**src/operand_filter.sv**
```systemverilog
module operand_filter #(
  parameter int OFFSET_WIDTH = 12
) (
  input  logic [31:0]                    in,
  input  logic [31:0]                    mask,
  input  logic signed [OFFSET_WIDTH-1:0] offset,
  output logic [31:0]                    out
);

  logic [31:0] masked;
  logic [31:0] offset_ext;

  assign masked = in & mask;

  // sign extend to the full bus width
  assign offset_ext = {{(32 - OFFSET_WIDTH){offset[OFFSET_WIDTH-1]}}, offset};

  assign out = masked + offset_ext;

endmodule

```
**config.mk**
```make
export PLATFORM = sky130hd
export DESIGN_NAME = operand_filter
export DESIGN_NICKNAME = d
export VERILOG_FILES = /design/src/operand_filter.sv
export SDC_FILE = /design/constraint.sdc
export NUM_CORES = 1
export LEC_CHECK = 0
export BUFFER_PORTS_ARGS = -buffer_cell sky130_fd_sc_hd__buf_4
export CELL_PAD_IN_SITES_DETAIL_PLACEMENT = 2
export CELL_PAD_IN_SITES_GLOBAL_PLACEMENT = 2
export CORE_ASPECT_RATIO = 1.25
export CORE_MARGIN = 10
export CORE_UTILIZATION = 22
export DETAILED_ROUTE_END_ITERATION = 16
export GPL_TIMING_DRIVEN = 0
export PLACE_DENSITY = 0.9
export SETUP_SLACK_MARGIN = 0.3
export SLEW_MARGIN = 0
export SYNTH_ARGS = -nofsm -noshare
export SYNTH_HDL_FRONTEND = slang
export SYNTH_SLANG_ARGS = --single-unit
export TNS_END_PERCENT = 5
```
**constraint.sdc**
```tcl
create_clock -name vclk -period 1.8
set_input_delay 0.09 -clock vclk [all_inputs]
set_output_delay 0.09 -clock vclk [all_outputs]
set_load 0.005 [all_outputs]
```
* After elaboration in Yosys (flattened, before gate mapping)
Index checks and enable logic that the tools add are counted.
W data, S select, Z words.
** Storage, ports and cells
- Bits in latches :: 0
- Register bits after elaboration :: 0
- Logic and storage cells :: 2
- RAM bits :: 0
- Memories :: 0
- Input port bits :: 76
- Bits in read-only memories :: 0
- Output and inout bits :: 32
** Operators by class
- Eq/ne operators :: 0
- Mux-type cells :: 0
- Multipliers :: 0
- Add/sub/neg operators :: 1
- Bitwise gates (word level) :: 1
- Div/mod/pow operators :: 0
- Reductions and logical operators :: 0
- Order comparisons :: 0
- Shifts and indexed selects :: 0
** Operators with widths (count)
- $add A32 B32 Y32 :: 1
- $and A32 B32 Y32 :: 1

* Longest topological paths before layout
- Depth after elaboration :: 2
- Depth in mapped cells :: 10
- Depth with buffers taken out :: 10

* Least setup slack after synthesis
Ideal clock, no wire load.
- Path type :: input port to output port
- Start :: input port in[0]
- End :: output port out[28]
- Slack :: -266 ps
- Required time :: 1710 ps
- Arrival :: 1976 ps
- Stages on the path :: 10
- Buffers on the path :: 0
- Cells stage by stage :: and2_1 -> ha_1 -> fa_1 -> a21oi_1 -> o211a_1 -> o21ba_2 -> o31ai_4 -> a41o_1 -> a21oi_1 -> xnor2_1
** Between the ends
- Word-level cells in the longest chain between the ends :: 2
** RTL lines
- from (decl) :: line 4 : input logic [31:0] in,
- $and A32 B32 Y32 :: line 13 : assign masked = in & mask;
- $add A32 B32 Y32 :: line 18 : assign out = masked + offset_ext;
- to (decl) :: line 7 : output logic [31:0] out
No other way between the ends.

* Final worst setup path
- Start :: input port in[15]
- End :: output port out[28]
The elaborated chain is that of the path after synthesis.

==> flow_summary.toml <==
[critical_path]
arrival_ns = 2.31
cp-startpoint = "in[15]"
max_stage_delay_ns = 0.35
cp_slowest_cell = "a21oi_1"
worstSetupPathType = "in2out"
end_kind = "primary output"
path_cells = "buf_4 > and2_1 > ha_1 > buf_6 > a21oi_1 > o21a_1 > o311ai_2 > o21a_1 > a41o_1 > a21oi_2 > xnor2_1 > buf_4"
crit_fanout = 8
required_ns = 1.71
start_kind = "input port"

[floorplanning]
core_area_sq_um = 8700
start_util_pct = 22.6
fp-row-count = 38
die_w_microns = 105
die_y_microns = 126
die_area_sq_um = 13200
num_io_pins = 108

[global_route]
grt_pass1_wl_microns = 15900
grt_max_degree = 22
antenna_found_initial = 0
use_met2_pct = 28.5
grt.total_usage_pct = 14.1
gr-usage-met1_pct = 15.2
grt_pass1_vias = 3027
overflow = 0
grt_util_met3_pct = 2.30
grt_most_used_layer = "met2"

[place]
globalplace.congestion = 0.846
port_buffers = 108
place_inst = 502
dp_hpwl_microns = 7860

[timing]
maxSlewHeadroom_pct = 73.4
hold_viol_final = 0
layout_setup_ws_ns = -0.604
slew_violations = 0
hold_ws_ns = 0.485
tightest_slew_ns = 0.400
fmax_ghz = 0.416
finalSetupTns_ns = -8.43
setup_viol = 23
rsz0062_at_grt = "true"
fin_crit_ns = 2.40
final.period_utilization_pct = 134

[clock_tree]
hold_buffers = 0

[logic_synthesis]
yosysTopAreaCellShare_pct = 19.7
ys_top_cells_by_area = "ha_1 (20%), and2_1 (11%), xnor2_1 (8.4%), a21oi_1 (6.9%), a21o_1 (5.3%)"
synth.avg_cell_area_sq_um = 7.19
yosys_warnings = 0
synth_top_area_cell = "ha_1"
netlist_area_sq_um = 1970
ys_types = 47
syn-num-nets = 382
syn-instance-count = 274
ys_seq_area_share_pct = 0

[cells_and_area]
seqCellArea_sq_um = 0
final_core_util_pct = 38.8
drive_above_1_share_pct = 47.2
final_common_cell = "buf_4"
n_clock_buffer = 0
stdcell_count = 512
fillCellCount = 992
flops_and_latches = 0
layout_common_cells = "buf_4 (112), and2_1 (32), nand2_1 (24), ha_1 (19), xnor2_1 (17)"
layout.nets = 502
syn2layout_area_growth_pct = 71.5
n_antenna_cell = 0

[power]
ir_worst_vdd_mv = 0.131
p_leak_nw = 1.58
power_density_nw_per_um2 = 367

[min_path]
worstHoldPathType = "in2out"
worstHoldStart = "offset[0]"

[job]
maxCapViolations = 0

[route]
viasPerCell = 5.13
first_pass_iters = 4
drt_iter0_drc = 71
wl_per_cell_microns = 19.7
vias = 2629
drc = 0
antenna_left = 0
finalWirelength_microns = 10100

[run_status]
status = "complete, but fails checks"
violations = "negative setup slack"
-- cells by family after synthesis --
family / synth area share [%]
XOR/XNOR: 13.8
AO/OA/AOI/OAI: 36.9
adder cells (fa/ha/maj): 20.7
buffers and inverters: 3.30
AND/OR/NAND/NOR: 25.3
-- cell usage after synthesis, types with 2 or more instances --
library cell	number
o21ai_0	17
nand3_1	8
nor2_1	12
a211o_1	2
xor2_1	12
o21bai_1	3
buf_6	2
nand4_1	3
ha_1	31
a41o_1	2
a21o_2	2
a311o_1	2
o211ai_1	3
xnor2_1	19
a21oi_1	27
inv_1	5
a211oi_1	4
o21a_1	9
a21oi_2	3
a31oi_1	3
a21o_1	14
nand2_1	25
and2_1	34
and3_1	7
buf_2	3
-- power breakdown --
group / internal [mW] / switching [mW] / total, mW / leakage [nW]
Combinational: 0.649 / 0.593 / 1.24 / 1.58
Clock: 0 / 0 / 0 / 0
Sequential: 0 / 0 / 0 / 0
Total: 0.649 / 0.593 / 1.24 / 1.58
-- critical path: cells and delay by family --
| kind | cells | cell delay, ns |
|---|---|---|
| and+or+nand+nor | 1 | 0.15 |
| adders and majority gates | 1 | 0.29 |
| AOI/OAI and AO/OA | 6 | 1.27 |
| buffers and inverters | 3 | 0.37 |
| xor gates and xnor gates | 1 | 0.14 |
-- per-stage QoR --
step	power, mW	setup WS, ns	instance area [sq um]
6_report	1.24	-0.604	3380
5_1_grt	1.36	-0.703	3380
4_1_cts	1.18	-0.564	3230
3_5_place_dp	1.06	-0.742	2940
3_3_place_gp	1.02	-0.688	2940
2_1_floorplan	0.556	-0.165	1980
-- routing by layer --
| layer | vias up | wire length (microns) |
|---|---|---|
| met4 | 0 | 157 |
| met2 | 100 | 5480 |
| met5 | - | 0 |
| li1 | 1251 | - |
| met3 | 14 | 487 |
| met1 | 1264 | 3940 |
-- layout make-up --
class / instances / area [sq um] / share of cell area, %
Timing Repair Buffer: 118 / 912 / 27.0
Inverter: 5 / 18.8 / 0.555
Buffer: 7 / 53.8 / 1.59
Multi-Input combinational cell: 262 / 2240 / 66.4
Tap cell: 120 / 150 / 4.44
-- final timing paths --
path      end  cells after the start
min    out[0]                      3
max   out[28]                     12
-- timing repair --
action | CTS | global route
buffers inserted | 7 | 3
gates resized for setup | 45 | 29
setup endpoints to repair | 28 | 28
pin swaps | 29 | 21
(Power assumes the default switching activity.)
