<file path="src/cpu_pkg.sv">
package cpu_pkg;

  // register selector, codes 0 to 10 are the general registers
  typedef enum logic [3:0] {
    R0, R1, R2, R3, R4, R5, R6, R7, R8, R9, R10,
    SP,
    LR,
    PC,
    STATUS,
    ZERO
  } reg_e;

  typedef enum logic [3:0] {
    ADD, ADC, SUB, AND, OR, XOR, SHL, SHR, PASS_B
  } alu_op_e;

  typedef enum logic [5:0] {
    ALU, ADDI, LD, ST, BEQ, JMP, PUSH, POP, RETI, HALT
  } opcode_e;

  typedef struct packed {
    logic [1:0] pad;
    alu_op_e    op;
  } func_t;

  // register form, rb and func share the low bits with imm
  typedef struct packed {
    reg_e       rb;
    func_t      func;
    logic [7:0] unused;
  } ir_reg_t;

  typedef struct packed {
    logic [5:0]         unused;
    logic signed [11:0] imm;
  } ir_imm_t;

  typedef union packed {
    ir_reg_t r;
    ir_imm_t i;
  } ir_ops_u;

  // ST and PUSH take their source from rd, POP and LD write rd
  typedef struct packed {
    opcode_e opcode;
    reg_e    rd;
    reg_e    ra;
    ir_ops_u ops;
  } ir_t;

  typedef struct packed {
    logic carry;
    logic zero;
    logic negative;
    logic overflow;
  } alu_status_t;

  typedef enum logic {
    USER,
    SUPERVISOR
  } cpu_mode_e;

  typedef struct packed {
    alu_status_t alu_status;
    logic        imask;
    cpu_mode_e   mode;
  } status_t;

  typedef struct packed {
    reg_e               sel_a;
    reg_e               sel_b;
    reg_e               sel_in;
    logic               ld_reg;
    logic [31:0]        a_mask;
    logic [31:0]        b_mask;
    logic signed [11:0] b_offset;
    alu_op_e            alu_op;
    logic               use_mem;
    logic               post_inc_sp;
    logic               pre_dec_sp;
    logic               post_inc_pc;
    logic               ld_pc_link;
    logic               ld_alu_status;
    logic               imask_in;
    logic               ld_imask;
    cpu_mode_e          mode_in;
    logic               ld_mode;
  } ctrl_t;

  localparam logic [31:0] SP_RESET   = 32'h0000_0ff0;
  localparam logic [31:0] IRQ_VECTOR = 32'h0000_0100;
  localparam logic [31:0] PC_RESET   = 32'h0000_0000;

endpackage
</file>
<file path="src/status_reg.sv">
module status_reg (
  input  logic                 clk,
  input  logic                 reset,
  input  logic [5:0]           in,
  input  logic                 ld,
  input  cpu_pkg::alu_status_t alu_status_in,
  input  logic                 ld_alu_status,
  input  logic                 imask_in,
  input  logic                 ld_imask,
  input  cpu_pkg::cpu_mode_e   mode_in,
  input  logic                 ld_mode,
  output cpu_pkg::status_t     value
);
  import cpu_pkg::*;

  always_ff @(posedge clk) begin
    if (reset) begin
      value <= '0;
    end else if (ld) begin
      value <= status_t'(in);
    end else begin
      // fields load independently
      if (ld_alu_status) begin
        value.alu_status <= alu_status_in;
      end
      if (ld_imask) begin
        value.imask <= imask_in;
      end
      if (ld_mode) begin
        value.mode <= mode_in;
      end
    end
  end

endmodule

</file>
<file path="config.mk">
export PLATFORM = sky130hd
export DESIGN_NAME = status_reg
export DESIGN_NICKNAME = d
export VERILOG_FILES = /design/src/cpu_pkg.sv /design/src/status_reg.sv
export SDC_FILE = /design/constraint.sdc
export NUM_CORES = 1
export LEC_CHECK = 0
export BUFFER_PORTS_ARGS = -buffer_cell sky130_fd_sc_hd__buf_2
export CAP_MARGIN = 20
export CORE_AREA = 3 3 40 42
export CTS_BUF_LIST = sky130_fd_sc_hd__clkbuf_4 sky130_fd_sc_hd__clkbuf_8
export DETAILED_ROUTE_END_ITERATION = 7
export DIE_AREA = 0 0 43 45
export PLACE_DENSITY = 0.58
export SKIP_CTS_REPAIR_TIMING = 1
export SLEW_MARGIN = 30
export SYNTH_ARGS = -nofsm -noshare
export SYNTH_HDL_FRONTEND = slang
export SYNTH_SLANG_ARGS = --single-unit
</file>
<file path="constraint.sdc">
create_clock -name clk -period 0.82 [get_ports clk]
set_input_delay 0.082 -clock clk [delete_from_list [all_inputs] [get_ports clk]]
set_output_delay 0.082 -clock clk [all_outputs]
set_load 0.01 [all_outputs]
</file>
## Yosys cells after proc, flatten, opt, wreduce, memory -nomap -nowiden

Cells that the tools add are included.

| word-level totals | value |
|---|---|
| bits in registers | 6 |
| bits in latches | 0 |
| bits in writable memories | 0 |
| bits in read-only memories | 0 |
| input port bits | 18 |
| output and inout port bits | 6 |
| logic and storage cells | 13 |
| memories kept | 0 |

| operators by class | value |
|---|---|
| add/sub/neg operators | 0 |
| multipliers | 0 |
| divide/modulo/power cells | 0 |
| magnitude comparators | 0 |
| equal/unequal tests | 0 |
| shift operators | 0 |
| multiplexer cells | 4 |
| bitwise gates (word level) | 0 |
| reductions and logical operators | 3 |

Operator list:

| cell | count |
|---|---|
| $mux 6 | 1 |
| $reduce_bool 2->1 | 3 |
| $mux 4 | 1 |
| $mux 1 | 2 |

## Depth between registers and ports, before layout

| depth | value |
|---|---|
| word-level depth | 2 |
| mapped depth | 3 |
| gate-level depth less buffers | 2 |

## Worst setup path before layout

Ideal clock, no wire load.

| path | value |
|---|---|
| path kind | reg2reg |
| start point | register, netlist name value[0] |
| end point | register value[0] in the netlist's numbering |
| setup time | 86 ps |
| arrival time | 627 ps |
| required time | 734 ps |
| path slack | 108 ps |
| stages on the path, launching flop included | 3 |
| buffers on the path | 0 |
| period minus slack after synthesis | 712 ps |
| path through | dfxtp_1 mux2i_1 a211oi_1 |

RTL lines:

| element | RTL line | source |
|---|---|---|
| end signal: assignment | status_reg.sv:20 | `value <= status_t'(in);` |
| end: declaration | status_reg.sv:12 | `output cpu_pkg::status_t value` |

## Final worst setup path

| path | value |
|---|---|
| start point | register value[2] in the netlist's numbering |
| end point | output value[2] in the netlist's numbering |

No word-level cell between the ends.

==> reports/metrics.csv <==
metric,value,unit
outcome,"finished, final reports clean",
vias in the first global route,273,
drt pass-1 iters,4,
clk_skew,0,ns
WL per Instance,10.64,um
remaining antenna violation count after routing,0,
clock sinks,6,
number of vias per cell,4.394,
hold crit path type,in2reg,
First DRT Iteration DRCs,4,
Final Core Density,33.01,%
WP buf/inv,1,
largest net degree at the start of global routing,8,
clk_lat worst skew,0.24,ns
GPL Wtd Cong,0.6228,
placed cell areas,400.4,um2
layout overhead on the synthesized area,52.70,%
worst stage delay on the critical path,0.32,ns
boundary pin count,24,
Max Cap Viol,0,
gr ovfl total,0,
Total GRT Usage,9.015,%
Post-Place Cells,63,
Setup WS pre-CTS,0.1099,ns
Critical Path Sink,value[2],
first-pass GRT wire length,1186,um
YS warnings,0,
Synth top cells by count,"a211oi_1, dfxtp_1, mux2i_1, nor2b_1",
total power,729.5,uW
CTS root buf,clkbuf_4,
routed wire length,702,um
RR Startpoint,value[3]$_SDFFE_PP0P_,
Synthesized Nets,44,
final worst slack,0.04604,ns
Async SR Flop Fraction,0,%
#FFs+latches synth,6,
die extent in x,43,um
hold slack final,0.07338,ns
"slowest stage cell, crit path",dfxtp_1,
Initial Util,21.62,%
RSZ-0062 raised after global routing,no,
Max Clock Freq,1292,MHz
maximum fanout along the worst path,2,
Synth Flop Type,dfxtp_1,
post-synthesis sequential area ratio,43.24,%
Pwr Density,1720,nW/um2
"Setup violations, final",0,
R2R depth,2,
number of synthesized flops with an enable pin,0,
max FFs per register,6,
initial antenna violation count,0,
Layout Nets,71,
Critical Path Stages,1,
CP Class,reg2out,
worst r2r dst,value[3]$_SDFFE_PP0P_,
PortBufs,23,
Critical Path Sink Type,output pin,
number of inserted diodes,0,
cells along the critical path,buf_2,
"area leader, netlist",dfxtp_1,
"Reg clk slew, reported paths",0.04,ns
Largest Register,value,
Leak,0.2198,nW
crit share post-route,94.39,%
Rows,13,
"Distinct cells, synth",6,
CTS Buf Count,3,
final instance area,424.2,um2
Slew @ Worst Pin,0.1452,ns
Tmin final,0.7740,ns
Max rail drop VDD,0.0006864,V
cell family with most CP delay,flip-flops,
Post-Syn Area,277.8,um2
post-route insts no fill,66,
most area-consuming cells after synthesis,"dfxtp_1, mux2i_1, a211oi_1",
Synth top area share,43.24,%
clk buf depth,2,
routed via count,290,
chip height,45,um
"reg-to-reg slack, setup",0.13,ns
WP data required,0.74,ns
Max Slew Vio Count,0,
Post-Syn Instances,26,
Setup TNS,0,ns
Core Footprint,1285,um2
Setup crit start kind,register,
headroom to the max-slew limit,90.04,%
CTS H-tree depth,1,
Synth Area per Inst,10.68,um2
Top Registers,value (6),
share of layout cells above drive strength 1,52.94,%
die footprint,1935,um2
WP data arrival,0.69,ns
Remaining DRCs,0,
final hold vios,0,
CP startpoint,value[2]$_SDFFE_PP0P_,
CTS tree,built,
[per-layer routing]
layer  track usage [%]  routed length, um  vias up  share of wire [%]
met1             10.68                288      117                 41
met5                 0                  0        -                  0
li1                  -                  -      145                  -
met4             9.036                 24        0                3.4
met3             4.781                127        4                 18
met2             11.08                261       24                 37
[layout by cell type (no fill, tap or decap), drive strengths merged]
cell type,synthesis,layout
a211oi,6,6
buf,1,23
clkbuf,0,3
dfxtp,6,6
inv,1,1
mux2i,6,6
nor2b,6,6
[kinds of logic after synthesis]
logic type             count (synthesis)  synth area share [%]
buffers and inverters                  2                 5.404
AOI/OAI and AO/OA                      6                 16.22
DFF                                    6                 43.24
muxes                                  6                 21.62
and+or+nand+nor                        6                 13.51
[cell type report]
cell class | instances | area [um2]
Multi-Input combinational cell | 18 | 142.6
Clock buffer | 3 | 22.52
Inverter | 1 | 3.754
Tap cell | 15 | 18.77
Sequential cell | 6 | 121.4
Fill cell | 137 | 860.8
Timing Repair Buffer | 23 | 115.1
[where the power goes]
part,leakage [nW],internal (mW),switching [mW],total (mW)
Combinational,0.156,0.0735,0.0601,0.134
Sequential,0.0503,0.316,0.00993,0.326
Clock,0.0138,0.165,0.104,0.270
Total,0.220,0.555,0.175,0.729
[worst min path at each step]
| stage | cells after the start | end | from | slack, ns |
|---|---|---|---|---|
| floorplan | 1 | value[0]$_SDFFE_PP0P_ | reset | 0.15 |
| finish | 2 | value[1]$_SDFFE_PP0P_ | reset | 0.07 |
| detailed placement | 2 | value[2]$_SDFFE_PP0P_ | reset | 0.34 |
| CTS | 2 | value[0]$_SDFFE_PP0P_ | reset | 0.08 |
| global route | 2 | value[1]$_SDFFE_PP0P_ | reset | 0.08 |
| global placement | 2 | value[1]$_SDFFE_PP0P_ | reset | 0.33 |
(Power assumes the default switching activity.)
