**config.mk**
```make
export PLATFORM = sky130hd
export DESIGN_NAME = register_file
export DESIGN_NICKNAME = d
export VERILOG_FILES = /design/src/cpu_pkg.sv /design/src/register_file.sv
export SDC_FILE = /design/constraint.sdc
export NUM_CORES = 1
export LEC_CHECK = 0
export ABC_AREA = 1
export BUFFER_PORTS_ARGS = -buffer_cell sky130_fd_sc_hd__buf_2
export CAP_MARGIN = 40
export CELL_PAD_IN_SITES_DETAIL_PLACEMENT = 0
export CELL_PAD_IN_SITES_GLOBAL_PLACEMENT = 1
export CORE_MARGIN = 2
export CORE_UTILIZATION = 43
export CTS_BUF_LIST = sky130_fd_sc_hd__clkbuf_4 sky130_fd_sc_hd__clkbuf_8
export DETAILED_ROUTE_END_ITERATION = 10
export PLACE_DENSITY_LB_ADDON = 0.1
export SLEW_MARGIN = 5
export SYNTH_ARGS = -nofsm -noshare
export SYNTH_HDL_FRONTEND = slang
export SYNTH_SLANG_ARGS = --single-unit
```
**constraint.sdc**
```tcl
create_clock -name clk -period 3.7 [get_ports clk]
set_input_delay 0.37 -clock clk [delete_from_list [all_inputs] [get_ports clk]]
set_output_delay 0.37 -clock clk [all_outputs]
set_load 0.1 [all_outputs]
```
**src/cpu_pkg.sv**
```systemverilog
package cpu_pkg;

  // register selector, codes 0 to 10 are the general registers
  typedef enum logic [3:0] {
    R0, R1, R2, R3, R4, R5, R6, R7, R8, R9, R10,
    SP,
    LR,
    PC,
    STATUS,
    ZERO
  } reg_e;

  typedef enum logic [3:0] {
    ADD, ADC, SUB, AND, OR, XOR, SHL, SHR, PASS_B
  } alu_op_e;

  typedef enum logic [5:0] {
    ALU, ADDI, LD, ST, BEQ, JMP, PUSH, POP, RETI, HALT
  } opcode_e;

  typedef struct packed {
    logic [1:0] pad;
    alu_op_e    op;
  } func_t;

  // register form, rb and func share the low bits with imm
  typedef struct packed {
    reg_e       rb;
    func_t      func;
    logic [7:0] unused;
  } ir_reg_t;

  typedef struct packed {
    logic [5:0]         unused;
    logic signed [11:0] imm;
  } ir_imm_t;

  typedef union packed {
    ir_reg_t r;
    ir_imm_t i;
  } ir_ops_u;

  // ST and PUSH take their source from rd, POP and LD write rd
  typedef struct packed {
    opcode_e opcode;
    reg_e    rd;
    reg_e    ra;
    ir_ops_u ops;
  } ir_t;

  typedef struct packed {
    logic carry;
    logic zero;
    logic negative;
    logic overflow;
  } alu_status_t;

  typedef enum logic {
    USER,
    SUPERVISOR
  } cpu_mode_e;

  typedef struct packed {
    alu_status_t alu_status;
    logic        imask;
    cpu_mode_e   mode;
  } status_t;

  typedef struct packed {
    reg_e               sel_a;
    reg_e               sel_b;
    reg_e               sel_in;
    logic               ld_reg;
    logic [31:0]        a_mask;
    logic [31:0]        b_mask;
    logic signed [11:0] b_offset;
    alu_op_e            alu_op;
    logic               use_mem;
    logic               post_inc_sp;
    logic               pre_dec_sp;
    logic               post_inc_pc;
    logic               ld_pc_link;
    logic               ld_alu_status;
    logic               imask_in;
    logic               ld_imask;
    cpu_mode_e          mode_in;
    logic               ld_mode;
  } ctrl_t;

  localparam logic [31:0] SP_RESET   = 32'h0000_0ff0;
  localparam logic [31:0] IRQ_VECTOR = 32'h0000_0100;
  localparam logic [31:0] PC_RESET   = 32'h0000_0000;

endpackage
```
**src/register_file.sv**
```systemverilog
module register_file #(
  parameter int DEPTH = 11
) (
  input  logic             clk,
  input  logic             reset,
  input  cpu_pkg::reg_e    sel_a,
  input  cpu_pkg::reg_e    sel_b,
  input  cpu_pkg::reg_e    sel_in,
  input  logic             ld,
  input  logic [31:0]      in,
  input  logic             post_inc_sp,
  input  logic             pre_dec_sp,
  input  logic             post_inc_pc,
  input  logic             ld_pc_link,
  input  cpu_pkg::status_t status,
  output logic [31:0]      a,
  output logic [31:0]      b,
  output logic [31:0]      pc
);
  import cpu_pkg::*;

  logic [31:0] gpr [DEPTH];
  logic [31:0] sp;
  logic [31:0] lr;
  logic [31:0] pc_q;

  function automatic logic [31:0] read_reg(reg_e sel);
    logic [31:0] v;
    case (sel)
      SP:     v = sp;
      LR:     v = lr;
      PC:     v = pc_q;
      STATUS: v = 32'(status);
      ZERO:   v = '0;
      default: begin
        if (int'(sel) < DEPTH) begin
          v = gpr[sel];
        end else begin
          v = '0;
        end
      end
    endcase
    return v;
  endfunction

  always_comb begin
    a = read_reg(sel_a);
    b = read_reg(sel_b);
  end

  assign pc = pc_q;

  always_ff @(posedge clk) begin
    if (reset) begin
      for (int i = 0; i < DEPTH; i++) begin
        gpr[i] <= '0;
      end
    end else if (ld && int'(sel_in) < DEPTH) begin
      gpr[sel_in] <= in;
    end
  end

  // a direct load wins over the stepping strobes
  always_ff @(posedge clk) begin
    if (reset) begin
      sp <= SP_RESET;
    end else if (ld && sel_in == SP) begin
      sp <= in;
    end else if (pre_dec_sp) begin
      sp <= sp - 32'd1;
    end else if (post_inc_sp) begin
      sp <= sp + 32'd1;
    end
  end

  always_ff @(posedge clk) begin
    if (reset) begin
      lr <= '0;
    end else if (ld && sel_in == LR) begin
      lr <= in;
    end else if (ld_pc_link) begin
      lr <= pc_q;
    end
  end

  always_ff @(posedge clk) begin
    if (reset) begin
      pc_q <= PC_RESET;
    end else if (ld && sel_in == PC) begin
      pc_q <= in;
    end else if (post_inc_pc) begin
      pc_q <= pc_q + 32'd1;
    end
  end

endmodule

```
Word level (Yosys, flattened, before mapping)

Memories as Yosys holds them, arrays and structs flattened.
Index checks and enable logic that the tools add are counted.

Add/subtract/negate cells: 3
$lt $le $gt $ge: 3
Equal/unequal tests: 13
Muxes and demuxes: 19
Reductions and logical operators: 8

Operators with widths:

| operator                | number |
|---|---|
| $mux W32                | 10 |
| $pmux W32 S5            | 2 |
| $add A32 B1 Y32 const B | 2 |
| $eq A4 B4 Y1 const B    | 13 |
| $reduce_or A32 Y1       | 1 |
| $sub A32 B1 Y32 const B | 1 |
| $lt A4 B4 Y1 const B    | 3 |
| $mux W1                 | 6 |
| $logic_and A1 B1 Y1     | 4 |
| $mux W4                 | 1 |
| $reduce_bool A2 Y1      | 2 |
| $reduce_bool A3 Y1      | 1 |

Register bits: 96
RAM bits: 352
Bits of input ports: 57
Output and inout port bits: 96
Logic and storage cells: 50
Memories kept: 1

Memory list:

| memory | words | width | rd ports | clocked after memory_dff | wr ports | RTL line            | RTL |
|---|---|---|---|---|---|---|---|
| gpr    | 11    | 32    | 2        | 0                        | 11       | register_file.sv:22 | `logic [31:0] gpr [DEPTH];` |

Depth between registers and ports, before layout

Word-level depth: 7
Depth in mapped cells: 13
Gate-level depth less buffers: 13

Worst setup path after synthesis

No wires, ideal clock.

Path type: input to register
Start point: input port sel_in[1]
End point: memory gpr[9][0], enable pin
Setup time: 0.470 ns
Arrival: 3.012 ns
Data required time: 3.230 ns
Slack: 0.218 ns
Stages on the path: 3
Cells stage by stage: nand2_1 nand4_1 o31ai_1

RTL lines:

| item        | RTL line            | RTL |
|---|---|---|
| from (decl) | register_file.sv:8  | `input cpu_pkg::reg_e sel_in,` |
| to (decl)   | register_file.sv:22 |  |

Final worst setup path

Start point: input port sel_b[0]
End point: output port b[8]

Longest elaborated chain between the ends: 3
Elaborated cells on any way between the ends: 9
Classes of those cells: order compare (1); eq/ne (5); mux (2); memory (1)

Ends and longest elaborated chain:

| item                                                   | RTL line            | RTL |
|---|---|---|
| from (decl)                                            | register_file.sv:7  | `input cpu_pkg::reg_e sel_b,` |
| $mem_v2 Z11 W32 / $lt A4 B4 Y1 (equally long branches) | -                   |  |
| $mux W32                                               | register_file.sv:36 | `if (int'(sel) < DEPTH) begin` |
| $pmux W32 S5 (*)                                       | register_file.sv:29 | `case (sel)` |
| to (decl)                                              | register_file.sv:17 | `output logic [31:0] b,` |

Mark *: on every way between the ends. The rest lies on a longest branch, timed or not.

==> reports/metrics.json <==
{
  "status": {
    "result_of_the_run": "finished clean"
  },
  "cells_and_area": {
    "layout.filler_cells": 5870,
    "multi_input_comb_area_um2": 11090,
    "ff_latch_area_um2": 12380,
    "design.final.nets": 3611,
    "drive_above_1_share_pct": 12.74,
    "synthToLayoutAreaGrowth_pct": 18.11,
    "utilization_pct": 51.31,
    "stdcell_area_um2": 30970
  },
  "hold_path": {
    "holdCritPathClass": "input port to flop"
  },
  "route": {
    "avgViaCountPerCell": 6.031,
    "via_count": 26360,
    "final_antenna_net_count": 0,
    "drcViolationCount": 0,
    "routed_wirelength_um": 117400,
    "pre_repair_dr_iteration_count": 8,
    "drt_iter0_markers": 3183,
    "routed_wire_per_std_cell_um": 26.87
  },
  "cts": {
    "cts-root-buf": "clkbuf_8",
    "htree_num_levels": 3,
    "worst_setup_hold_path_clk_slew_ns": 0.06,
    "cts-root-to-sink-buffers": 3,
    "number_of_buffers_created_by_cts": 85,
    "cts_tree": "yes",
    "clock_latency_ns": 0.72,
    "clock-sinks": 455,
    "postCtsSetupRepairBufs": 0
  },
  "pwr": {
    "fin_total_pwr_uw": 14840,
    "sw_frac_of_total_pct": 34.60,
    "powerDensity_nw_per_um2": 479.1,
    "seq_power_share_pct": 40.8,
    "power.share.combinational_pct": 23.9,
    "power.switching_uw": 5133,
    "power.internal_uw": 9704,
    "vdd_ir_drop_max_mv": 0.3377,
    "leakagePower_uw": 0.01256,
    "power.clock.fraction_pct": 35.3
  },
  "setup_path": {
    "worstSetupPathType": "input port to output port",
    "setup.worst_path.start_class": "input port",
    "cp.arrival_ns": 3.11,
    "path_max_fanout": 34,
    "cp.required_ns": 3.33,
    "crit_path_end_kind": "output port"
  },
  "placed_design": {
    "placed_cell_area_um2": 29070,
    "portbufs": 152,
    "post-dp-hpwl_um": 82610,
    "final_estimated_routing_congestion_in_global_placement": 0.9868
  },
  "timing": {
    "clock-skew-final_ns": 0.02760,
    "maxSlewViolCount": 0,
    "timing_worst_slew_pin_value_ns": 1.097,
    "whs_ns": 0.03056,
    "timing_hold_violations_final": 0,
    "setup_total_negative_slack_ns": 0,
    "final-setup-viol-count": 0,
    "rsz0062_at_grt": "no",
    "timing.final.crit_share_pct": 94.06,
    "timing.slew.headroom_pct": 25.97,
    "timing.fmax_ghz": 0.2873,
    "fin_crit_ns": 3.480
  },
  "synth": {
    "ys.flop_type": "edfxtp_1",
    "yosysSeqAreaShare_pct": 47.22,
    "postSynthCellCount": 3356,
    "number_of_register_bits_inferred_by_synthesis": 455,
    "synthesis.area_per_instance_um2": 7.813,
    "synthesis.area_um2": 26220,
    "synthArstFlopShare_pct": 0,
    "synth.lib_cells_used.distinct": 44,
    "synth-warning-count": 0,
    "synth_enable_flop_cells": 327
  },
  "floorplan": {
    "fp.dieArea_um2": 62970,
    "floorplan.rows": 90,
    "core_area_um2": 60360,
    "die_width_um": 250.9,
    "io_pins": 153,
    "chipHeight_um": 250.9,
    "start_util_pct": 43.44
  },
  "run": {
    "drv_cap": 0
  },
  "global_routing": {
    "vias_in_the_first_global_route": 24820,
    "grtUsageTotal_pct": 36.71,
    "grt_first_pass_wirelength_um": 168600,
    "initial_antenna_violation_count": 2,
    "globalRoute.totalOverflow": 0,
    "maximum_number_of_pins_on_one_net_before_global_route_repair": 71
  }
}
## power by group through the flow
| stage | clock network, uW | logic (uW) | registers, uW |
|---|---|---|---|
| floorplan | 0 | 2130 | 6040 |
| global placement | 0 | 3450 | 6130 |
| detailed placement | 0 | 3480 | 6140 |
| CTS | 5280 | 3500 | 6040 |
| global route | 5480 | 3770 | 6070 |
| finish | 5240 | 3550 | 6050 |
## cells in the mapped netlist, drive strengths merged, types with 2 or more instances
cell	n	share of area, %
o2111ai	8	0.27
xnor2	3	0.10
o31ai	3	0.086
nand3b	5	0.14
inv	526	7.5
a31oi	30	0.72
nor3b	2	0.057
clkbuf	114	1.6
a21oi	142	2.7
o311ai	20	0.67
o211ai	10	0.29
dfxtp	128	9.8
xor2	22	0.73
a21boi	6	0.17
nor2	519	7.4
nand3	137	2.6
nand2	603	8.7
a211oi	35	1.0
ha	31	1.5
o22ai	250	6.0
clkinv	5	0.072
a221oi	94	3.1
or2	5	0.12
edfxtp	327	37
o21bai	6	0.17
a22o	12	0.40
a22oi	30	0.86
nor3	18	0.34
buf	90	1.6
o221ai	8	0.27
nand4	50	1.2
o21ai	111	2.1
## area by class of cell
class	instances	share of cell area, %
inverter	531	6.436
tap	782	3.159
multi-input combinational	2172	35.80
clock inverter	28	0.8888
sequential	455	39.98
timing repair buffer	277	8.880
antenna	1	0.008080
clock buffer	124	4.844
## kinds of logic (layout without fill, tap and decap cells)
kind of cell             count (synthesis)  in the layout  share of synthesized area (%)
XOR/XNOR                                25             25                         0.8350
other                                    1              8                        0.01430
flip-flops                             455            455                          47.22
adder cells (fa/ha/maj)                 32             32                          1.556
AND/OR/NAND/NOR                       1341           1341                          20.63
buffers and inverters                  735            960                          10.85
AO/OA/AOI/OAI                          767            767                          18.90
## registers in the layout, indices dropped and copies added, names as in the netlist
signal / flops
lr: 32
sp: 32
pc: 32
gpr: 359
## through the flow
step / setup WS, ns / std cells
2_1_floorplan: 0.2181 / 3362
3_3_place_gp: 0.3272 / 4199
3_5_place_dp: 0.3666 / 4204
4_1_cts: 0.3386 / 4368
5_1_grt: 0.2290 / 4370
6_report: 0.2198 / 4370
## worst max-delay path, stage by stage
cell and delay, ns:
buf_2 0.19, inv_1 0.11, nand2_2 0.36, buf_12 0.26, o22ai_1 0.11, o311ai_0 0.83, o211ai_1 0.50, buf_12 0.32
## metal layers
layer | GRT usage (%) | part of all wire [%] | up-vias
met4 | 16.41 | 4.7 | 2
met3 | 8.232 | 11 | 294
met1 | 49.49 | 40 | 12630
met2 | 56.61 | 44 | 1609
met5 | 0 | 0.011 | -
li1 | - | - | 11820
## cells in the final DEF (no fill, tap or decap), types with 12 or more instances in the layout
| master | netlist | routed |
|---|---|---|
| a31oi_1 | 30 | 30 |
| clkbuf_8 | 0 | 91 |
| a21oi_1 | 142 | 142 |
| buf_4 | 0 | 99 |
| buf_2 | 68 | 93 |
| nand2_2 | 3 | 12 |
| a22oi_1 | 30 | 30 |
| o21ai_0 | 106 | 106 |
| nand2_1 | 600 | 590 |
| clkinv_1 | 5 | 17 |
| nor2_1 | 517 | 517 |
| nor3_1 | 18 | 18 |
| inv_1 | 497 | 496 |
| xor2_1 | 22 | 22 |
| a221oi_1 | 94 | 94 |
| a211oi_1 | 35 | 35 |
| inv_2 | 29 | 30 |
| a22o_1 | 12 | 12 |
| dlygate4sd3_1 | 0 | 12 |
| nand3_1 | 137 | 136 |
| o22ai_1 | 250 | 250 |
| dfxtp_1 | 128 | 128 |
| clkbuf_4 | 0 | 33 |
| o311ai_0 | 20 | 20 |
| nand4_1 | 50 | 50 |
| ha_1 | 31 | 31 |
| edfxtp_1 | 327 | 327 |
| buf_12 | 0 | 69 |
## final timing paths
kind               startpoint           to  slack (ns)  cells after the start
setup / recovery     sel_b[0]         b[8]        0.22                      8
hold / removal         in[23]       lr[23]        0.03                      3
setup reg to reg        sp[5]       sp[15]        1.25                     10
hold reg to reg   gpr[10][14]  gpr[10][14]        0.47                      2
## what timing repair did
action,4_1_cts,5_1_grt
endpoints found under the hold margin,19,0
hold buffers,12,0
endpoints found under the setup margin,0,0
resized for setup,0,0
Power figures use the tool's default switching activity.
