**config.mk**
```make
export PLATFORM = sky130hd
export DESIGN_NAME = cu
export DESIGN_NICKNAME = d
export VERILOG_FILES = /design/src/cpu_pkg.sv /design/src/cu.sv
export SDC_FILE = /design/constraint.sdc
export NUM_CORES = 1
export LEC_CHECK = 0
export BUFFER_PORTS_ARGS = -buffer_cell sky130_fd_sc_hd__clkbuf_2
export CELL_PAD_IN_SITES_DETAIL_PLACEMENT = 0
export CELL_PAD_IN_SITES_GLOBAL_PLACEMENT = 1
export CORE_ASPECT_RATIO = 1.4
export CORE_UTILIZATION = 33
export DETAILED_ROUTE_END_ITERATION = 10
export PLACE_DENSITY = 0.92
export SLEW_MARGIN = 20
export SYNTH_ARGS = -nofsm -noshare
export SYNTH_HDL_FRONTEND = slang
export SYNTH_SLANG_ARGS = --single-unit
export TNS_END_PERCENT = 100
```
**constraint.sdc**
```tcl
create_clock -name clk -period 5.68 [get_ports clk]
set_clock_uncertainty 0.15 [all_clocks]
set_input_delay 0.852 -clock clk [delete_from_list [all_inputs] [get_ports clk]]
set_output_delay 0.852 -clock clk [all_outputs]
set_load 0.05 [all_outputs]
```
**src/cpu_pkg.sv**
```systemverilog
package cpu_pkg;

  // register selector, codes 0 to 10 are the general registers
  typedef enum logic [3:0] {
    R0, R1, R2, R3, R4, R5, R6, R7, R8, R9, R10,
    SP,
    LR,
    PC,
    STATUS,
    ZERO
  } reg_e;

  typedef enum logic [3:0] {
    ADD, ADC, SUB, AND, OR, XOR, SHL, SHR, PASS_B
  } alu_op_e;

  typedef enum logic [5:0] {
    ALU, ADDI, LD, ST, BEQ, JMP, PUSH, POP, RETI, HALT
  } opcode_e;

  typedef struct packed {
    logic [1:0] pad;
    alu_op_e    op;
  } func_t;

  // register form, rb and func share the low bits with imm
  typedef struct packed {
    reg_e       rb;
    func_t      func;
    logic [7:0] unused;
  } ir_reg_t;

  typedef struct packed {
    logic [5:0]         unused;
    logic signed [11:0] imm;
  } ir_imm_t;

  typedef union packed {
    ir_reg_t r;
    ir_imm_t i;
  } ir_ops_u;

  // ST and PUSH take their source from rd, POP and LD write rd
  typedef struct packed {
    opcode_e opcode;
    reg_e    rd;
    reg_e    ra;
    ir_ops_u ops;
  } ir_t;

  typedef struct packed {
    logic carry;
    logic zero;
    logic negative;
    logic overflow;
  } alu_status_t;

  typedef enum logic {
    USER,
    SUPERVISOR
  } cpu_mode_e;

  typedef struct packed {
    alu_status_t alu_status;
    logic        imask;
    cpu_mode_e   mode;
  } status_t;

  typedef struct packed {
    reg_e               sel_a;
    reg_e               sel_b;
    reg_e               sel_in;
    logic               ld_reg;
    logic [31:0]        a_mask;
    logic [31:0]        b_mask;
    logic signed [11:0] b_offset;
    alu_op_e            alu_op;
    logic               use_mem;
    logic               post_inc_sp;
    logic               pre_dec_sp;
    logic               post_inc_pc;
    logic               ld_pc_link;
    logic               ld_alu_status;
    logic               imask_in;
    logic               ld_imask;
    cpu_mode_e          mode_in;
    logic               ld_mode;
  } ctrl_t;

  localparam logic [31:0] SP_RESET   = 32'h0000_0ff0;
  localparam logic [31:0] IRQ_VECTOR = 32'h0000_0100;
  localparam logic [31:0] PC_RESET   = 32'h0000_0000;

endpackage
```
**src/cu.sv**
```systemverilog
module cu (
  input  logic             clk,
  input  logic             reset,
  input  logic             en,
  input  logic             irq,
  input  logic [31:0]      data,
  input  cpu_pkg::status_t status,
  output cpu_pkg::ctrl_t   ctrl,
  output logic             rd,
  output logic             wr
);
  import cpu_pkg::*;

  typedef enum logic [2:0] {
    S_FETCH,
    S_DECODE,
    S_EXEC,
    S_MEM,
    S_IRQ,
    S_HALT
  } state_e;

  state_e state;
  state_e next_state;
  state_e end_state;
  ir_t    ir;

  // interrupt is taken between instructions only
  assign end_state = (irq && !status.imask) ? S_IRQ : S_FETCH;

  always_ff @(posedge clk) begin
    if (reset) begin
      state <= S_FETCH;
    end else if (en) begin
      state <= next_state;
    end
  end

  always_ff @(posedge clk) begin
    if (en && state == S_FETCH) begin
      ir <= data;
    end
  end

  always_comb begin
    ctrl         = '0;
    ctrl.sel_a   = ZERO;
    ctrl.sel_b   = ZERO;
    ctrl.sel_in  = ZERO;
    ctrl.alu_op  = PASS_B;
    ctrl.mode_in = USER;
    rd           = 1'b0;
    wr           = 1'b0;
    next_state   = state;

    case (state)
      S_FETCH: begin
        rd               = 1'b1;
        ctrl.sel_b       = PC;
        ctrl.b_mask      = '1;
        ctrl.post_inc_pc = 1'b1;
        next_state       = S_DECODE;
      end
      S_DECODE: next_state = S_EXEC;
      S_EXEC: begin
        next_state = end_state;
        case (ir.opcode)
          ALU: begin
            ctrl.sel_a         = ir.ra;
            ctrl.a_mask        = '1;
            ctrl.sel_b         = ir.ops.r.rb;
            ctrl.b_mask        = '1;
            ctrl.alu_op        = ir.ops.r.func.op;
            ctrl.ld_reg        = 1'b1;
            ctrl.sel_in        = ir.rd;
            ctrl.ld_alu_status = 1'b1;
          end
          ADDI: begin
            ctrl.sel_a         = ir.ra;
            ctrl.a_mask        = '1;
            ctrl.b_mask        = '1;
            ctrl.b_offset      = ir.ops.i.imm;
            ctrl.alu_op        = ADD;
            ctrl.ld_reg        = 1'b1;
            ctrl.sel_in        = ir.rd;
            ctrl.ld_alu_status = 1'b1;
          end
          BEQ: begin
            // pc already points past the branch
            if (status.alu_status.zero) begin
              ctrl.sel_b    = PC;
              ctrl.b_mask   = '1;
              ctrl.b_offset = ir.ops.i.imm;
              ctrl.ld_reg   = 1'b1;
              ctrl.sel_in   = PC;
            end
          end
          JMP: begin
            ctrl.sel_b    = ir.ra;
            ctrl.b_mask   = '1;
            ctrl.b_offset = ir.ops.i.imm;
            ctrl.ld_reg   = 1'b1;
            ctrl.sel_in   = PC;
          end
          RETI: begin
            ctrl.sel_b  = LR;
            ctrl.b_mask = '1;
            ctrl.ld_reg = 1'b1;
            ctrl.sel_in = PC;
            next_state  = S_MEM;
          end
          PUSH: begin
            ctrl.pre_dec_sp = 1'b1;
            next_state      = S_MEM;
          end
          LD, ST, POP: next_state = S_MEM;
          HALT: next_state = S_HALT;
          default: ;
        endcase
      end
      S_MEM: begin
        next_state = end_state;
        case (ir.opcode)
          LD: begin
            rd            = 1'b1;
            ctrl.sel_b    = ir.ra;
            ctrl.b_mask   = '1;
            ctrl.b_offset = ir.ops.i.imm;
            ctrl.use_mem  = 1'b1;
            ctrl.ld_reg   = 1'b1;
            ctrl.sel_in   = ir.rd;
          end
          ST: begin
            wr            = 1'b1;
            ctrl.sel_a    = ir.rd;
            ctrl.a_mask   = '1;
            ctrl.sel_b    = ir.ra;
            ctrl.b_mask   = '1;
            ctrl.b_offset = ir.ops.i.imm;
          end
          PUSH: begin
            wr          = 1'b1;
            ctrl.sel_a  = ir.rd;
            ctrl.a_mask = '1;
            ctrl.sel_b  = SP;
            ctrl.b_mask = '1;
          end
          POP: begin
            rd               = 1'b1;
            ctrl.sel_b       = SP;
            ctrl.b_mask      = '1;
            ctrl.use_mem     = 1'b1;
            ctrl.ld_reg      = 1'b1;
            ctrl.sel_in      = ir.rd;
            ctrl.post_inc_sp = 1'b1;
          end
          // imask still set here, so a pending irq waits one instruction
          RETI: ctrl.ld_imask = 1'b1;
          default: ;
        endcase
      end
      S_IRQ: begin
        ctrl.b_mask     = '1;
        ctrl.b_offset   = IRQ_VECTOR[11:0];
        ctrl.ld_reg     = 1'b1;
        ctrl.sel_in     = PC;
        ctrl.ld_pc_link = 1'b1;
        ctrl.imask_in   = 1'b1;
        ctrl.ld_imask   = 1'b1;
        ctrl.mode_in    = SUPERVISOR;
        ctrl.ld_mode    = 1'b1;
        next_state      = S_FETCH;
      end
      S_HALT: ;
      default: next_state = S_FETCH;
    endcase

    // frozen: no strobe may change state
    if (!en) begin
      rd                 = 1'b0;
      wr                 = 1'b0;
      ctrl.ld_reg        = 1'b0;
      ctrl.post_inc_sp   = 1'b0;
      ctrl.pre_dec_sp    = 1'b0;
      ctrl.post_inc_pc   = 1'b0;
      ctrl.ld_pc_link    = 1'b0;
      ctrl.ld_alu_status = 1'b0;
      ctrl.ld_imask      = 1'b0;
      ctrl.ld_mode       = 1'b0;
    end
  end

endmodule

```
Yosys cells after proc, flatten, opt, wreduce, memory -nomap -nowiden
Index checks and enable logic that the tools add are counted.
{"block": "op_classes", "mux": 46, "shifts": 0, "mul": 0, "n_reduce_logical": 17, "magnitude_cmp": 0, "eq_ne": 14, "add_sub_neg": 0, "n_div": 0, "bitwise_logic": 1}
{"op": "case mux 32 bit (2 select lines)", "count": 2}
{"op": "2-to-1 mux 32 bit", "count": 3}
{"op": "case mux 32 bit (3 select lines)", "count": 1}
{"op": "2-to-1 mux 44 bit", "count": 1}
{"op": "case mux 12 bit (3 select lines)", "count": 1}
{"op": "case mux 5 bit (3 select lines)", "count": 2}
{"op": "equality test 6 x 3 -> 1 bit, second input constant", "count": 4}
{"op": "case mux 12 bit (2 select lines)", "count": 1}
{"op": "case mux 4 bit (2 select lines)", "count": 3}
{"op": "2-to-1 mux 1 bit", "count": 16}
{"op": "case mux 4 bit (4 select lines)", "count": 1}
{"op": "OR reduction 2 bit", "count": 8}
{"op": "case mux 3 bit (5 select lines)", "count": 1}
{"op": "equality test 6 x 2 -> 1 bit, second input constant", "count": 2}
{"op": "equality test 6 x 4 -> 1 bit, second input constant", "count": 2}
{"op": "2-to-1 mux 12 bit", "count": 1}
{"op": "2-to-1 mux 4 bit", "count": 3}
{"op": "case mux 4 bit (3 select lines)", "count": 1}
{"op": "2-to-1 mux 5 bit", "count": 2}
{"op": "OR reduction 4 bit", "count": 2}
{"op": "2-to-1 mux 7 bit", "count": 1}
{"op": "equality test 3 x 2 -> 1 bit, second input constant", "count": 2}
{"op": "equality test 3 bit, second input constant", "count": 2}
{"op": "equality test 6 x 1 -> 1 bit, second input constant", "count": 1}
{"op": "other kinds (12)", "count": 15}
{"block": "totals", "inputBits": 42, "elab_cells": 83, "mem_bits_rw": 0, "regBits": 35, "n_memories": 0, "romBits": 0, "out_inout_bits": 105, "latchBits": 0}

Logic depth before layout (Yosys ltp)
{"block": "logic_depth", "ltp_word": 5, "depth_mapped": 6, "depth_no_buf": 4}

Worst setup path before layout
OpenSTA, ideal clock, no wires.
{"block": "synth_path", "path_kind": "input to output", "from": "in en", "to": "out rd", "arrival_time_ps": 4793, "required_time_ps": 4678, "path_buffers": 1, "cell_stages": 4, "setup_slack_ps": -115, "path_cell_list": "clkbuf_1 -> nand2b_1 -> nor3_1 -> a21o_1"}
{"block": "synth_between", "elab_chain_cells": 1}
{"element": "start, declared", "line_no": "cu.sv:4", "rtl": "input logic en,"}
{"element": "2-to-1 mux 1 bit", "line_no": "cu.sv:179", "rtl": "if (!en) begin"}
{"element": "end, declared", "line_no": "cu.sv:9", "rtl": "output logic rd,"}
No other way between the ends.

==> impl_metrics.tcl <==
set metrics [dict create \
    yosysWarnings 0 \
    setup_viol_count_final 0 \
    finalCriticalPeriod_ns 4.17 \
    ctsRootBufferMaster "clkbuf_8" \
    dp_hpwl_mm 4.15 \
    cts_resized 0 \
    track_usage 0.145 \
    hold_buffers 0 \
    status "finished, final reports clean" \
    diodes 0 \
    antenna_found_initial 0 \
    p_per_area_mw_per_mm2 254 \
    finalCritPeriodShare 0.735 \
    leakage_nw 1.24 \
    wl_per_cell_um 13.4 \
    dp.cells 395 \
    synth_top_cell_area_share 0.390 \
    fp-row-count 35 \
    fmax_mhz 240 \
    core_area_mm2 0.00666 \
    fill_cells 688 \
    grt_pass1_vias 1659 \
    cts_buffers 5 \
    die_x_um 72.7 \
    met1_usage 0.169 \
    grt_busiest_layer "met2" \
    slew_viol_final 0 \
    initial_core_util 0.347 \
    synth_area_per_cell_um2 9.71 \
    finalWirelength_mm 5.39 \
    synth.ff_latch_count 33 \
    finalWeightedCongestion 0.883 \
    fin_tns_setup_ns 0 \
    worstPathMaxFanout 32 \
    ys_seq_area_frac 0.416 \
    worst_pin_slew_ns 0.971 \
    first_pass_iters 4 \
    final_util 0.404 \
    drtIter0Drc 75 \
    cp_data_arrival_time_ns 3.17 \
    vias 1859 \
    yosys-top-cells-area "edfxtp_1 (39%), buf_4 (21%), and2_1 (4.1%)" \
    grtUsageMet2 0.254 \
    grt_max_degree 33 \
    crit_path_start_kind "register" \
    synth_cells 238 \
    clkTransAtPathRegs_ns 0.06 \
    use_met3 0.0350 \
    required_ns 4.68 \
    cts.sinks 33 \
    postCtsSetupRepairBufs 0 \
    numPortBuffers 140 \
    io_pins 147 \
    syn_to_final_growth_pct 16.4 \
    syn-num-nets 280 \
    r2r_cells 4 \
    hold_class "register to register" \
    ys.flop_type "edfxtp_1" \
    peakVddDrop_uv 205 \
    drc 0 \
    clk_latency_ns 0.28 \
    grt.overflow.total 0 \
    cts_tree "done" \
    maxCapViolations 0 \
    synth-async-reset-ratio 0 \
    ys_types 47 \
    regArea_um2 961 \
    htreeDepth 2 \
    fin_nets 352 \
    rsz0062_at_grt "false" \
    synth_edf_count 30 \
    ant_nets 0 \
    max_slew_margin 0.352 \
    dieArea_mm2 0.00735 \
    multi_input_area_um2 810 \
    synth_area_mm2 0.00231 \
    final_layout_size_suffix_gt1_frac 0.498 \
    worstHoldPathCells 2 \
    routed_via_density 4.64 \
    cts_buffer_depth 2 \
    hold_viol_final 0 \
    dieHeight_um 101 \
    critPathCaptureType "primary output" \
    grt_pass1_wl_mm 8.07 \
    path_class "register to primary output" \
    final_cells 401 \
    yosysTopAreaCell "edfxtp_1" \
]
-- placed cells by master (no fill, tap or decap), types with 6 or more instances in the layout --
cell type / instances
a21o_1: 6
and2_1: 15
clkbuf_2: 140
edfxtp_1: 30
inv_1: 6
nand2_1: 12
nand2b_1: 6
nor2_1: 13
o22a_1: 6
-- cells by family after synthesis --
group | after synthesis | synth area share
AO/OA/AOI/OAI | 41 | 0.126
XOR/XNOR | 2 | 0.00758
flip-flops | 33 | 0.416
AND/OR/NAND/NOR | 80 | 0.207
buffers and inverters | 82 | 0.244
-- worst paths after layout --
check,slack (ns),from,to
setup / recovery,1.51,ir[29]$_DFFE_PP_,ctrl[89]
hold / removal,0.46,state[2]$_SDFFE_PP0P_,state[2]$_SDFFE_PP0P_
setup reg to reg,3.63,ir[29]$_DFFE_PP_,state[2]$_SDFFE_PP0P_
hold reg to reg,0.46,state[2]$_SDFFE_PP0P_,state[2]$_SDFFE_PP0P_
-- layout make-up --
type                    instances  share of cell area
clock buffers                   5              0.0256
clock inverters                 1             0.00186
inverters                       6             0.00837
multi-input cells             123               0.301
flip-flops and latches         33               0.357
well taps                      92              0.0428
repair buffers                141               0.263
-- synth_stat cells (2+ instances only) --
cell	number
buf_2	3
nand3b_1	3
a21o_1	6
nor3_1	3
nand4_1	3
and2_1	15
nand3_1	3
inv_1	6
a21oi_1	5
edfxtp_1	30
nand2b_1	6
o21ai_1	4
and3_1	3
nor2b_1	2
nor3b_1	3
nand2_1	12
dfxtp_1	3
nor2_1	13
o21a_1	2
or4b_1	2
o22ai_1	3
o22a_1	6
buf_4	65
nor4_1	4
clkbuf_1	7
a31oi_1	5
-- registers in the layout, summed over array words and instances, names as in the netlist --
name / cells
ir: 30
state: 3
-- layer usage --
layer | part of all wire | vias to the layer above
met2 | 0.51 | 109
li1 | - | 915
met3 | 0.080 | 6
met5 | 0 | -
met1 | 0.40 | 829
met4 | 0.013 | 0
-- metrics by stage --
| stage | hold WS, ns | total power, mW | area, µm² | setup WS (ns) |
|---|---|---|---|---|
| after floorplan | 0.478 | 0.519 | 2320 | 1.10 |
| after CTS | 0.468 | 0.690 | 2690 | 1.51 |
| after detailed placement | 0.452 | 0.530 | 2620 | 1.83 |
| after global routing | 0.522 | 0.712 | 2690 | 1.23 |
| final | 0.461 | 0.683 | 2690 | 1.51 |
| after global placement | 0.449 | 0.526 | 2610 | 1.90 |
-- power by group --
part / total, mW / internal, mW / leakage (nW) / switching, mW
Combinational: 0.216 / 0.0465 / 0.889 / 0.170
Sequential: 0.307 / 0.287 / 0.311 / 0.0208
Clock: 0.160 / 0.0804 / 0.0399 / 0.0794
Total: 0.683 / 0.413 / 1.24 / 0.270
-- critical path, stage by stage (launching register included) --
cell      delay, ns
edfxtp_1       0.61
nor4b_2        0.79
nand4_1        0.36
nand2_1        0.72
clkbuf_2       0.41
Note: power is estimated with default switching activity, not from simulation.
